[src/source/branchPredPkg.sv]
////////////////////////////////////////////////////////////////////////////
// Shared widths, counter encoding and the structs that carry resolved
// branches and table writes through the direction predictor
// Every predictor source refers to these by scoped name
////////////////////////////////////////////////////////////////////////////

package branchPredPkg;

  ////////////////////////////////////////////////////////////////////////////
  // Widths and table geometry
  ////////////////////////////////////////////////////////////////////////////

  // Width of a PC on this RV32 core
  localparam int Xlen = 32;

  // Index width into the counter table
  localparam int PredIndexBits = 10;

  // Table depth follows directly from the index width
  localparam int PredEntries = 2 ** PredIndexBits;

  // Width of one saturating counter
  localparam int PredStateBits = 2;

  ////////////////////////////////////////////////////////////////////////////
  // Counter encoding
  ////////////////////////////////////////////////////////////////////////////

  // The upper bit is the predicted direction, so a taken prediction is
  // simply state[1]
  // Counting up moves toward taken, counting down toward not taken
  typedef enum logic [PredStateBits-1:0] {
    strongNotTaken = 2'b00,
    weakNotTaken   = 2'b01,
    weakTaken      = 2'b10,
    strongTaken    = 2'b11
  } predState_t;

  // What an entry reads as before it has ever been written
  localparam predState_t PredResetState = weakNotTaken;

  ////////////////////////////////////////////////////////////////////////////
  // Structs
  ////////////////////////////////////////////////////////////////////////////

  // A branch resolved in execute
  // predState is the counter value that fetch saw when it looked the PC up
  typedef struct packed {
    logic             valid;
    logic [Xlen-1:0]  pc;
    logic             taken;
    predState_t       predState;
  } resolve_t;

  // One write into the counter table
  typedef struct packed {
    logic             en;
    logic [Xlen-1:0]  pc;
    predState_t       state;
  } predUpdate_t;

endpackage

[src/source/predictorRam.sv]
////////////////////////////////////////////////////////////////////////////
// Counter table with one synchronous read port and one write port
// Each entry has a valid bit so reset need not clear the whole array
////////////////////////////////////////////////////////////////////////////

`timescale 1ns/1ps

module predictorRam (
  input  logic                                    clk,
  input  logic                                    rstN,
  // Read data appears one cycle after the index is sampled
  input  logic [branchPredPkg::PredIndexBits-1:0] readIndex,
  output branchPredPkg::predState_t               readData,
  // A write takes effect at the clock edge
  input  logic                                    writeEn,
  input  logic [branchPredPkg::PredIndexBits-1:0] writeIndex,
  input  branchPredPkg::predState_t               writeData
);

  ////////////////////////////////////////////////////////////////////////////
  // Storage
  ////////////////////////////////////////////////////////////////////////////

  // Holds one counter state per table entry
  branchPredPkg::predState_t stateMem [branchPredPkg::PredEntries];

  // Marks the entries written since reset
  logic [branchPredPkg::PredEntries-1:0] entryValid;

  // Registered read results
  branchPredPkg::predState_t readStateQ;
  logic                      readValidQ;

  // The array write and the registered read share an edge
  // A read of the index being written returns the old contents
  // The predictor above forwards the new state in that case
  always_ff @(posedge clk) begin
    if (writeEn) begin
      stateMem[writeIndex] <= writeData;
    end
    readStateQ <= stateMem[readIndex];
  end

  ////////////////////////////////////////////////////////////////////////////
  // Valid bits
  ////////////////////////////////////////////////////////////////////////////

  // Reset drops every valid flag at once and a write marks its entry live
  // The registered read flag clears with them
  always_ff @(posedge clk or negedge rstN) begin
    if (!rstN) begin
      entryValid <= '0;
      readValidQ <= 1'b0;
    end else begin
      if (writeEn) begin
        entryValid[writeIndex] <= 1'b1;
      end
      readValidQ <= entryValid[readIndex];
    end
  end

  // An entry never written since reset reads as weakly not taken
  // whatever the array happens to hold
  assign readData = readValidQ ? readStateQ : branchPredPkg::PredResetState;

  ////////////////////////////////////////////////////////////////////////////
  // Checks
  ////////////////////////////////////////////////////////////////////////////

  // An unknown write index would mark an unknown entry valid and corrupt
  // the table without any visible symptom until much later
  writeIndexKnown_a: assert property (
    @(posedge clk) disable iff (!rstN)
    writeEn |-> !$isunknown(writeIndex)
  ) else $error("predictorRam: write with unknown index");

endmodule

[src/source/counterUpdate.sv]
////////////////////////////////////////////////////////////////////////////
// Resolve logic for the direction predictor
// Turns a resolved branch into a counter write and a misprediction
// flag, purely combinational
////////////////////////////////////////////////////////////////////////////

`timescale 1ns/1ps

module counterUpdate (
  // Resolved branch from execute, with the counter seen at lookup
  input  branchPredPkg::resolve_t     resolve,
  // Counter write toward the predictor table
  output branchPredPkg::predUpdate_t  update,
  // High for a valid resolve whose predicted direction was wrong
  output logic                        mispredict
);

  ////////////////////////////////////////////////////////////////////////////
  // Next counter value
  ////////////////////////////////////////////////////////////////////////////

  branchPredPkg::predState_t nextState;

  // Move one step toward the real direction and stick at either end
  always_comb begin
    nextState = resolve.predState;
    if (resolve.taken) begin
      if (resolve.predState != branchPredPkg::strongTaken) begin
        nextState = branchPredPkg::predState_t'(resolve.predState + 2'd1);
      end
    end else begin
      if (resolve.predState != branchPredPkg::strongNotTaken) begin
        nextState = branchPredPkg::predState_t'(resolve.predState - 2'd1);
      end
    end
  end

  ////////////////////////////////////////////////////////////////////////////
  // Outputs
  ////////////////////////////////////////////////////////////////////////////

  // Every valid resolve writes, even when the counter is already
  // saturated, which keeps the entry marked valid in the table
  always_comb begin
    update.en    = resolve.valid;
    update.pc    = resolve.pc;
    update.state = nextState;
  end

  // The upper counter bit was the direction fetch followed
  assign mispredict = resolve.valid && (resolve.predState[1] != resolve.taken);

  ////////////////////////////////////////////////////////////////////////////
  // Checks
  ////////////////////////////////////////////////////////////////////////////

  // There is no clock here, so the check runs whenever the resolve
  // bus changes
  // Sampled values are those just before the change, so each resolve
  // is checked as it is replaced by the next one
  // An odd PC would mean execute sent something that is not an
  // instruction address at all
  pcAligned_a: assert property (
    @(resolve) resolve.valid |-> !resolve.pc[0]
  ) else $error("counterUpdate: resolve with odd PC %h", $sampled(resolve.pc));

endmodule

[src/source/twoBitPredictor.sv]
////////////////////////////////////////////////////////////////////////////
// Two-bit saturating counter direction predictor
// Looks up a counter for the fetch PC every cycle and applies counter
// writes coming back from execute, forwarding same-index writes
////////////////////////////////////////////////////////////////////////////

`timescale 1ns/1ps

module twoBitPredictor (
  input  logic                              clk,
  input  logic                              rstN,
  // Fetch side lookup that is answered one cycle later
  input  logic [branchPredPkg::Xlen-1:0]    lookupPc,
  // Counter write from the resolve logic
  input  branchPredPkg::predUpdate_t        update,
  output branchPredPkg::predState_t         prediction
);

  ////////////////////////////////////////////////////////////////////////////
  // PC hashing
  ////////////////////////////////////////////////////////////////////////////

  // Bit 0 of a RISC-V PC is always zero and bit 1 is only set for
  // compressed code, so the index comes from bits 2 and up
  // Bit 1 is folded into the top index bit so halfword aligned branches
  // spread out instead of landing on their word neighbour
  function automatic logic [branchPredPkg::PredIndexBits-1:0] pcHash(
    input logic [branchPredPkg::Xlen-1:0] pc
  );
    pcHash = {pc[branchPredPkg::PredIndexBits+1] ^ pc[1],
              pc[branchPredPkg::PredIndexBits:2]};
  endfunction

  logic [branchPredPkg::PredIndexBits-1:0] lookupIndex;
  logic [branchPredPkg::PredIndexBits-1:0] updateIndex;

  assign lookupIndex = pcHash(lookupPc);
  assign updateIndex = pcHash(update.pc);

  ////////////////////////////////////////////////////////////////////////////
  // Table
  ////////////////////////////////////////////////////////////////////////////

  branchPredPkg::predState_t tableData;

  predictorRam ram_i (
    .clk        (clk),
    .rstN       (rstN),
    .readIndex  (lookupIndex),
    .readData   (tableData),
    .writeEn    (update.en),
    .writeIndex (updateIndex),
    .writeData  (update.state)
  );

  ////////////////////////////////////////////////////////////////////////////
  // Same-index forwarding
  ////////////////////////////////////////////////////////////////////////////

  // The table returns old data when it is read and written at one index
  // on the same edge, so the new counter is kept alongside a flag
  logic                      forwardHit;
  logic                      forwardQ;
  branchPredPkg::predState_t forwardStateQ;

  // Only a real write may forward since an idle update bus can carry any PC
  assign forwardHit = update.en && (updateIndex == lookupIndex);

  always_ff @(posedge clk or negedge rstN) begin
    if (!rstN) begin
      forwardQ <= 1'b0;
    end else begin
      forwardQ <= forwardHit;
    end
  end

  // Captures the update state every cycle for the forward path
  always_ff @(posedge clk) begin
    forwardStateQ <= update.state;
  end

  assign prediction = forwardQ ? forwardStateQ : tableData;

  ////////////////////////////////////////////////////////////////////////////
  // Checks
  ////////////////////////////////////////////////////////////////////////////

  // Covers the forward registers and the table read path together,
  // including entries that were never written since reset
  predictionKnown_a: assert property (
    @(posedge clk) disable iff (!rstN)
    !$isunknown(prediction)
  ) else $error("twoBitPredictor: prediction is unknown");

endmodule

[src/source/branchPredictor.sv]
////////////////////////////////////////////////////////////////////////////
// Top level of the fetch direction predictor
// Fetch drives a lookup PC every cycle, execute drives resolved branches
// and receives the misprediction flag
////////////////////////////////////////////////////////////////////////////

`timescale 1ns/1ps

module branchPredictor (
  input  logic                            clk,
  input  logic                            rstN,
  // Fetch PC, prediction follows one cycle later
  input  logic [branchPredPkg::Xlen-1:0]  lookupPc,
  // Resolved branch, consumed in any cycle where valid is high
  input  branchPredPkg::resolve_t         resolve,
  // Counter state for the PC sampled at the previous edge
  output branchPredPkg::predState_t       prediction,
  // Same cycle as the resolve that caused it
  output logic                            mispredict
);

  ////////////////////////////////////////////////////////////////////////////
  // Resolve path
  ////////////////////////////////////////////////////////////////////////////

  // Counter write from the resolve logic into the table
  branchPredPkg::predUpdate_t update;

  // Computes the saturated counter and flags wrong directions
  counterUpdate counterUpdate_i (
    .resolve    (resolve),
    .update     (update),
    .mispredict (mispredict)
  );

  ////////////////////////////////////////////////////////////////////////////
  // Lookup path
  ////////////////////////////////////////////////////////////////////////////

  // Holds the counter table and returns a state per lookup
  // A write at edge N is visible to a same-index lookup sampled at that
  // same edge through forwarding, and to any later lookup through the table
  twoBitPredictor twoBitPredictor_i (
    .clk        (clk),
    .rstN       (rstN),
    .lookupPc   (lookupPc),
    .update     (update),
    .prediction (prediction)
  );

endmodule

[config.mk]
export PLATFORM = sky130hd
export DESIGN_NAME = branchPredictor
export DESIGN_NICKNAME = d
export VERILOG_FILES = /design/src/source/branchPredPkg.sv /design/src/source/predictorRam.sv /design/src/source/counterUpdate.sv /design/src/source/twoBitPredictor.sv /design/src/source/branchPredictor.sv
export SDC_FILE = /design/constraint.sdc
export NUM_CORES = 2
export LEC_CHECK = 0
export BUFFER_PORTS_ARGS = -buffer_cell sky130_fd_sc_hd__buf_2
export CORE_MARGIN = 2
export CORE_UTILIZATION = 35
export CTS_CLUSTER_SIZE = 30
export DETAILED_ROUTE_END_ITERATION = 16
export HOLD_SLACK_MARGIN = 0.03
export PLACE_DENSITY = 0.58
export SYNTH_ARGS = -nofsm -noshare
export SYNTH_HDL_FRONTEND = slang
export SYNTH_HIERARCHICAL = 1
export SYNTH_SLANG_ARGS = --single-unit
[constraint.sdc]
create_clock -name clk -period 3.3 [get_ports clk]
set_input_delay 0.33 -clock clk [delete_from_list [all_inputs] [get_ports clk]]
set_output_delay 0.33 -clock clk [all_outputs]
set_load 0.005 [all_outputs]
Yosys cells after proc, flatten, opt, wreduce, memory -nomap -nowiden. Memory sizes are Yosys's and may differ from the RTL's. A register that Yosys moved wholly into a read port is not among the register bits. Index checks and enable logic that the tools add are counted.

Muxes and demuxes: 11. Add/subtract/negate cells: 2. Bitwise logic cells: 3. Magnitude comparators: 3. Reduce and logical (&&, ||, !) cells: 4. Eq/ne operators: 3.

Operators by type and width (number): OR 1024 bit (1); less-than comparator 10 x 11 -> 1 bit, second input constant (2); binary-select mux 1 bit (select 10 bit) (1); demux 1 bit (select 10 bit) (1); equality test 10 bit (1); greater-or-equal comparator 10 x 1 -> 1 bit, second input constant (1); 2-to-1 mux 2 bit (5); 2-to-1 mux 1 bit (4); logical AND 1 bit (3); adder 2 x 1 -> 2 bit, second input constant (1); != test 2 bit, second input constant (1); nonzero test 2 bit (1); subtractor 2 x 1 -> 2 bit, second input constant (1); XOR 1 bit (2); != test 1 bit (1).

Memory bits (writable): 2048. Input port bits: 70. Memories: 1. Bits in registers: 1028.

Memories: twoBitPredictor_i.ram_i.stateMem (depth 1024, bits a word 2, rd ports 1, clocked after memory_dff 1, write ports 1, line predictorRam.sv:25) `branchPredPkg::predState_t stateMem [branchPredPkg::PredEntries];`.

Depth between registers and ports, before layout.
Depth after elaboration: 6. Gate-level depth with buffers: 16.

Hierarchy. The synthesis kept the hierarchy.

Modules (own cells, without submodules): predictorRam (cells an instance 7567, area each 125653.0 µm², instances 1, seq. area each 87188.6 µm²); counterUpdate (cells an instance 38, area each 286.5 µm², instances 1, seq. area each 0.0 µm²); twoBitPredictor (cells an instance 21, area each 236.5 µm², instances 1, seq. area each 65.1 µm²).

Worst setup path after synthesis. Ideal clock, no wire load.

Path type: input -> register. From: in resolve[0] (netlist bit). To: mem twoBitPredictor_i/ram_i/stateMem[0][1] (netlist bit), data pin. Setup time: 2.919 ns. Arrival: 13.453 ns. Setup slack: -13.072 ns. Stages: 1. Data required time: 0.381 ns. Path through: maj3_1.

Cells in the longest elaborated chain, start to end: 3. Elaborated cells between the ends (all ways): 7. Classes of those cells: add/sub: 2; eq/ne: 1; mux: 3; reduce/logical: 1.

Ends and longest elaborated chain: start, declared (line branchPredictor.sv:15) `input branchPredPkg::resolve_t resolve,`; subtractor 2 x 1 -> 2 bit (tied with other cells) (line counterUpdate.sv:33) `nextState = branchPredPkg::predState_t'(resolve.predState - 2'd1);`; 2-to-1 mux 2 bit, on equally long branches (line counterUpdate.sv:32, counterUpdate.sv:28); 2-to-1 mux 2 bit * (line counterUpdate.sv:27) `if (resolve.taken) begin`; end, declared (line predictorRam.sv:25).

Mark *: on every way between the ends. The rest lies on a longest branch, timed or not.

==> impl_metrics.yaml <==
floorplan:
  fp.dieH_um: 604.0
  ios: 73
  initial_core_util_pct: 35.14
  dieArea_sq_um: 364900
  die_w_um: 604.0
  core_sq_um: 358700
  std_cell_rows: 220
setup_path:
  critPathSlowestCell: "a211oi_1"
  crit_type: "reg -> reg"
  end_kind: "flip-flop"
  path_cells: "mux4_2 -> mux4_2 -> nand3_1 -> o41ai_1 -> a211oi_1 -> buf_4 -> a2111oi_2 -> nor3_1 -> o2111ai_1"
  max_stage_delay_ns: 0.67
  cp_common_cell: "mux4_2"
  cp.buffers_inverters: 1
  critical_path_peak_fanout: 2
  start_kind: "flip-flop"
  crit_required_ns: 4.08
  cp.arrival_ns: 3.95
  cp.depth: 9
  reg2reg_depth: 9
  cp_top_family: "multiplexers"
timing:
  slew-limit-headroom_pct: 19.13
  worstMarginPinSlew_ns: 1.210
  hold_viol: 0
  fmax_ghz: 0.3148
  fin_crit_ns: 3.177
  fin_crit_sh_pct: 96.27
  skew_ns: 0.03179
  maxSlewViolCount: 0
  rsz0062_at_grt: "false"
  finalSetupViolations: 0
logic_synthesis:
  syn-cell-area_sq_um: 126000
  yosysWarnings: 6
  syn_inst: 7605
  synthesis.nets: 7675
  syn_area_per_cell_sq_um: 16.57
clock_network:
  clock_latency_ns: 0.91
  cts_buffers: 326
  clkSinkCount: 3078
  htreeDepth: 5
  cts_tree: "yes"
  root_buffer: "clkbuf_16"
  post_cts_buffers: 0
  clockBufferDepth: 4
  clk_pin_slew_ns: 0.06
detailed_routing:
  wl_per_cell_um: 28.62
  vias: 72050
  drt_iter0_markers: 8338
  vias_per_cell: 5.493
  drc: 0
  ant_nets: 0
  drt-total-wl_um: 375400
  drt_pass1_iterations: 6
cells_and_area:
  nets: 8127
  drive_gt1_share_pct: 32.37
  stdcell_count: 13120
  area_growth_pct: 15.84
  fillers: 32080
placement:
  gp_congestion: 0.8620
  portBuffers: 30
  dp_cells: 12500
  dpl.hpwl_um: 238100
global_routing:
  grt_max_degree: 137
  antenna_found_initial: 28
  gr-total-overflow: 0
  grt_pass1_wl_um: 538700
  grt_pass1_vias: 73940
  grt_usage_pct: 20.31
run:
  drv_cap: 0
power:
  power_density_nw_per_um2: 579.2
  totalPowerFinal_mw: 84.55
  p_leak_nw: 56.96
  ir_drop_mv: 0.4073
hold_path:
  hold_path.class: "in -> async"
status:
  status: "completed"
## power breakdown
group | internal, mW | switching [mW]
Combinational | 1.95 | 3.30
Clock | 21.7 | 15.5
Sequential | 41.9 | 0.188
## what timing repair did
| action | in CTS | in global routing |
|---|---|---|
| endpoints found under the setup margin | 0 | 1 |
| hold buffers | 6 | 0 |
| endpoints found under the hold margin | 605 | 0 |
| resized for setup | 0 | 1 |
## cell usage in the layout (no fill, tap or decap), drive strengths merged, types with 21 or more instances in the layout
cell type / n
a22oi: 94
nor2: 1079
a22o: 21
a21oi: 98
nor3: 38
o221ai: 93
nand2: 153
or2: 1028
nand3: 66
a221oi: 24
edfxtp: 2048
o21ai: 65
o22ai: 79
dfrtp: 1026
clkinv: 90
mux4: 658
mux2i: 307
inv: 25
buf: 617
clkbuf: 472
bufinv: 25
## area by class of cell
cell class	instances	area, sq um	share of cell area (%)
clock inverters	137	1549	1.061
well taps	4773	5972	4.091
flip-flops and latches	3078	87250	59.77
multi-input cells	4021	35600	24.38
repair buffers	623	6243	4.277
inverters	7	42.54	0.02914
diodes	4	10.01	0.006857
clock buffers	472	9316	6.382
## metrics by stage
step           setup slack, ns  utilization, %  area (sq um)  setup TNS [ns]  hold slack, ns
2_1_floorplan           -1.979               -        126000        -4033.86         0.03441
3_3_place_gp           -0.8033           37.65        135000          -1.992          0.3409
3_5_place_dp           -0.7071           37.65        135000          -1.815          0.3425
4_1_cts                0.01771           40.70        146000               0         0.03129
5_1_grt                 0.1066           40.70        146000               0         0.07760
6_report                0.1232           40.70        146000               0         0.02651
## final timing paths
check	from	slack [ns]	end
max	twoBitPredictor_i/ram_i/stateMem[183][0]	0.12	twoBitPredictor_i/ram_i/readStateQ[0]
min	rstN	0.03	twoBitPredictor_i/ram_i/entryValid[680]
max reg2reg	twoBitPredictor_i/ram_i/stateMem[183][0]	0.12	twoBitPredictor_i/ram_i/readStateQ[0]
min reg2reg	twoBitPredictor_i/ram_i/entryValid[381]	0.46	twoBitPredictor_i/ram_i/entryValid[381]
max in group asynchronous	rstN	2.03	twoBitPredictor_i/ram_i/entryValid[370]
min in group clk	resolve[10]	0.12	twoBitPredictor_i/forwardQ
## layer usage
metal	up-vias	GRT usage [%]	part of all wire [%]	wire (um)
met1	38490	27.72	41	154300
met4	8	6.422	3.4	12940
met5	-	0	0.014	54
li1	29810	-	-	-
met3	596	3.762	7.8	29450
met2	3139	32.92	48	178600
## state kept, by name, summed over array words and instances, names as in the netlist
name and count:
twoBitPredictor_i/forwardStateQ 2, twoBitPredictor_i/ram_i/readValidQ 1, twoBitPredictor_i/ram_i/stateMem 2048, twoBitPredictor_i/ram_i/readStateQ 2, twoBitPredictor_i/forwardQ 1, twoBitPredictor_i/ram_i/entryValid 1024
(Power assumes the default switching activity.)
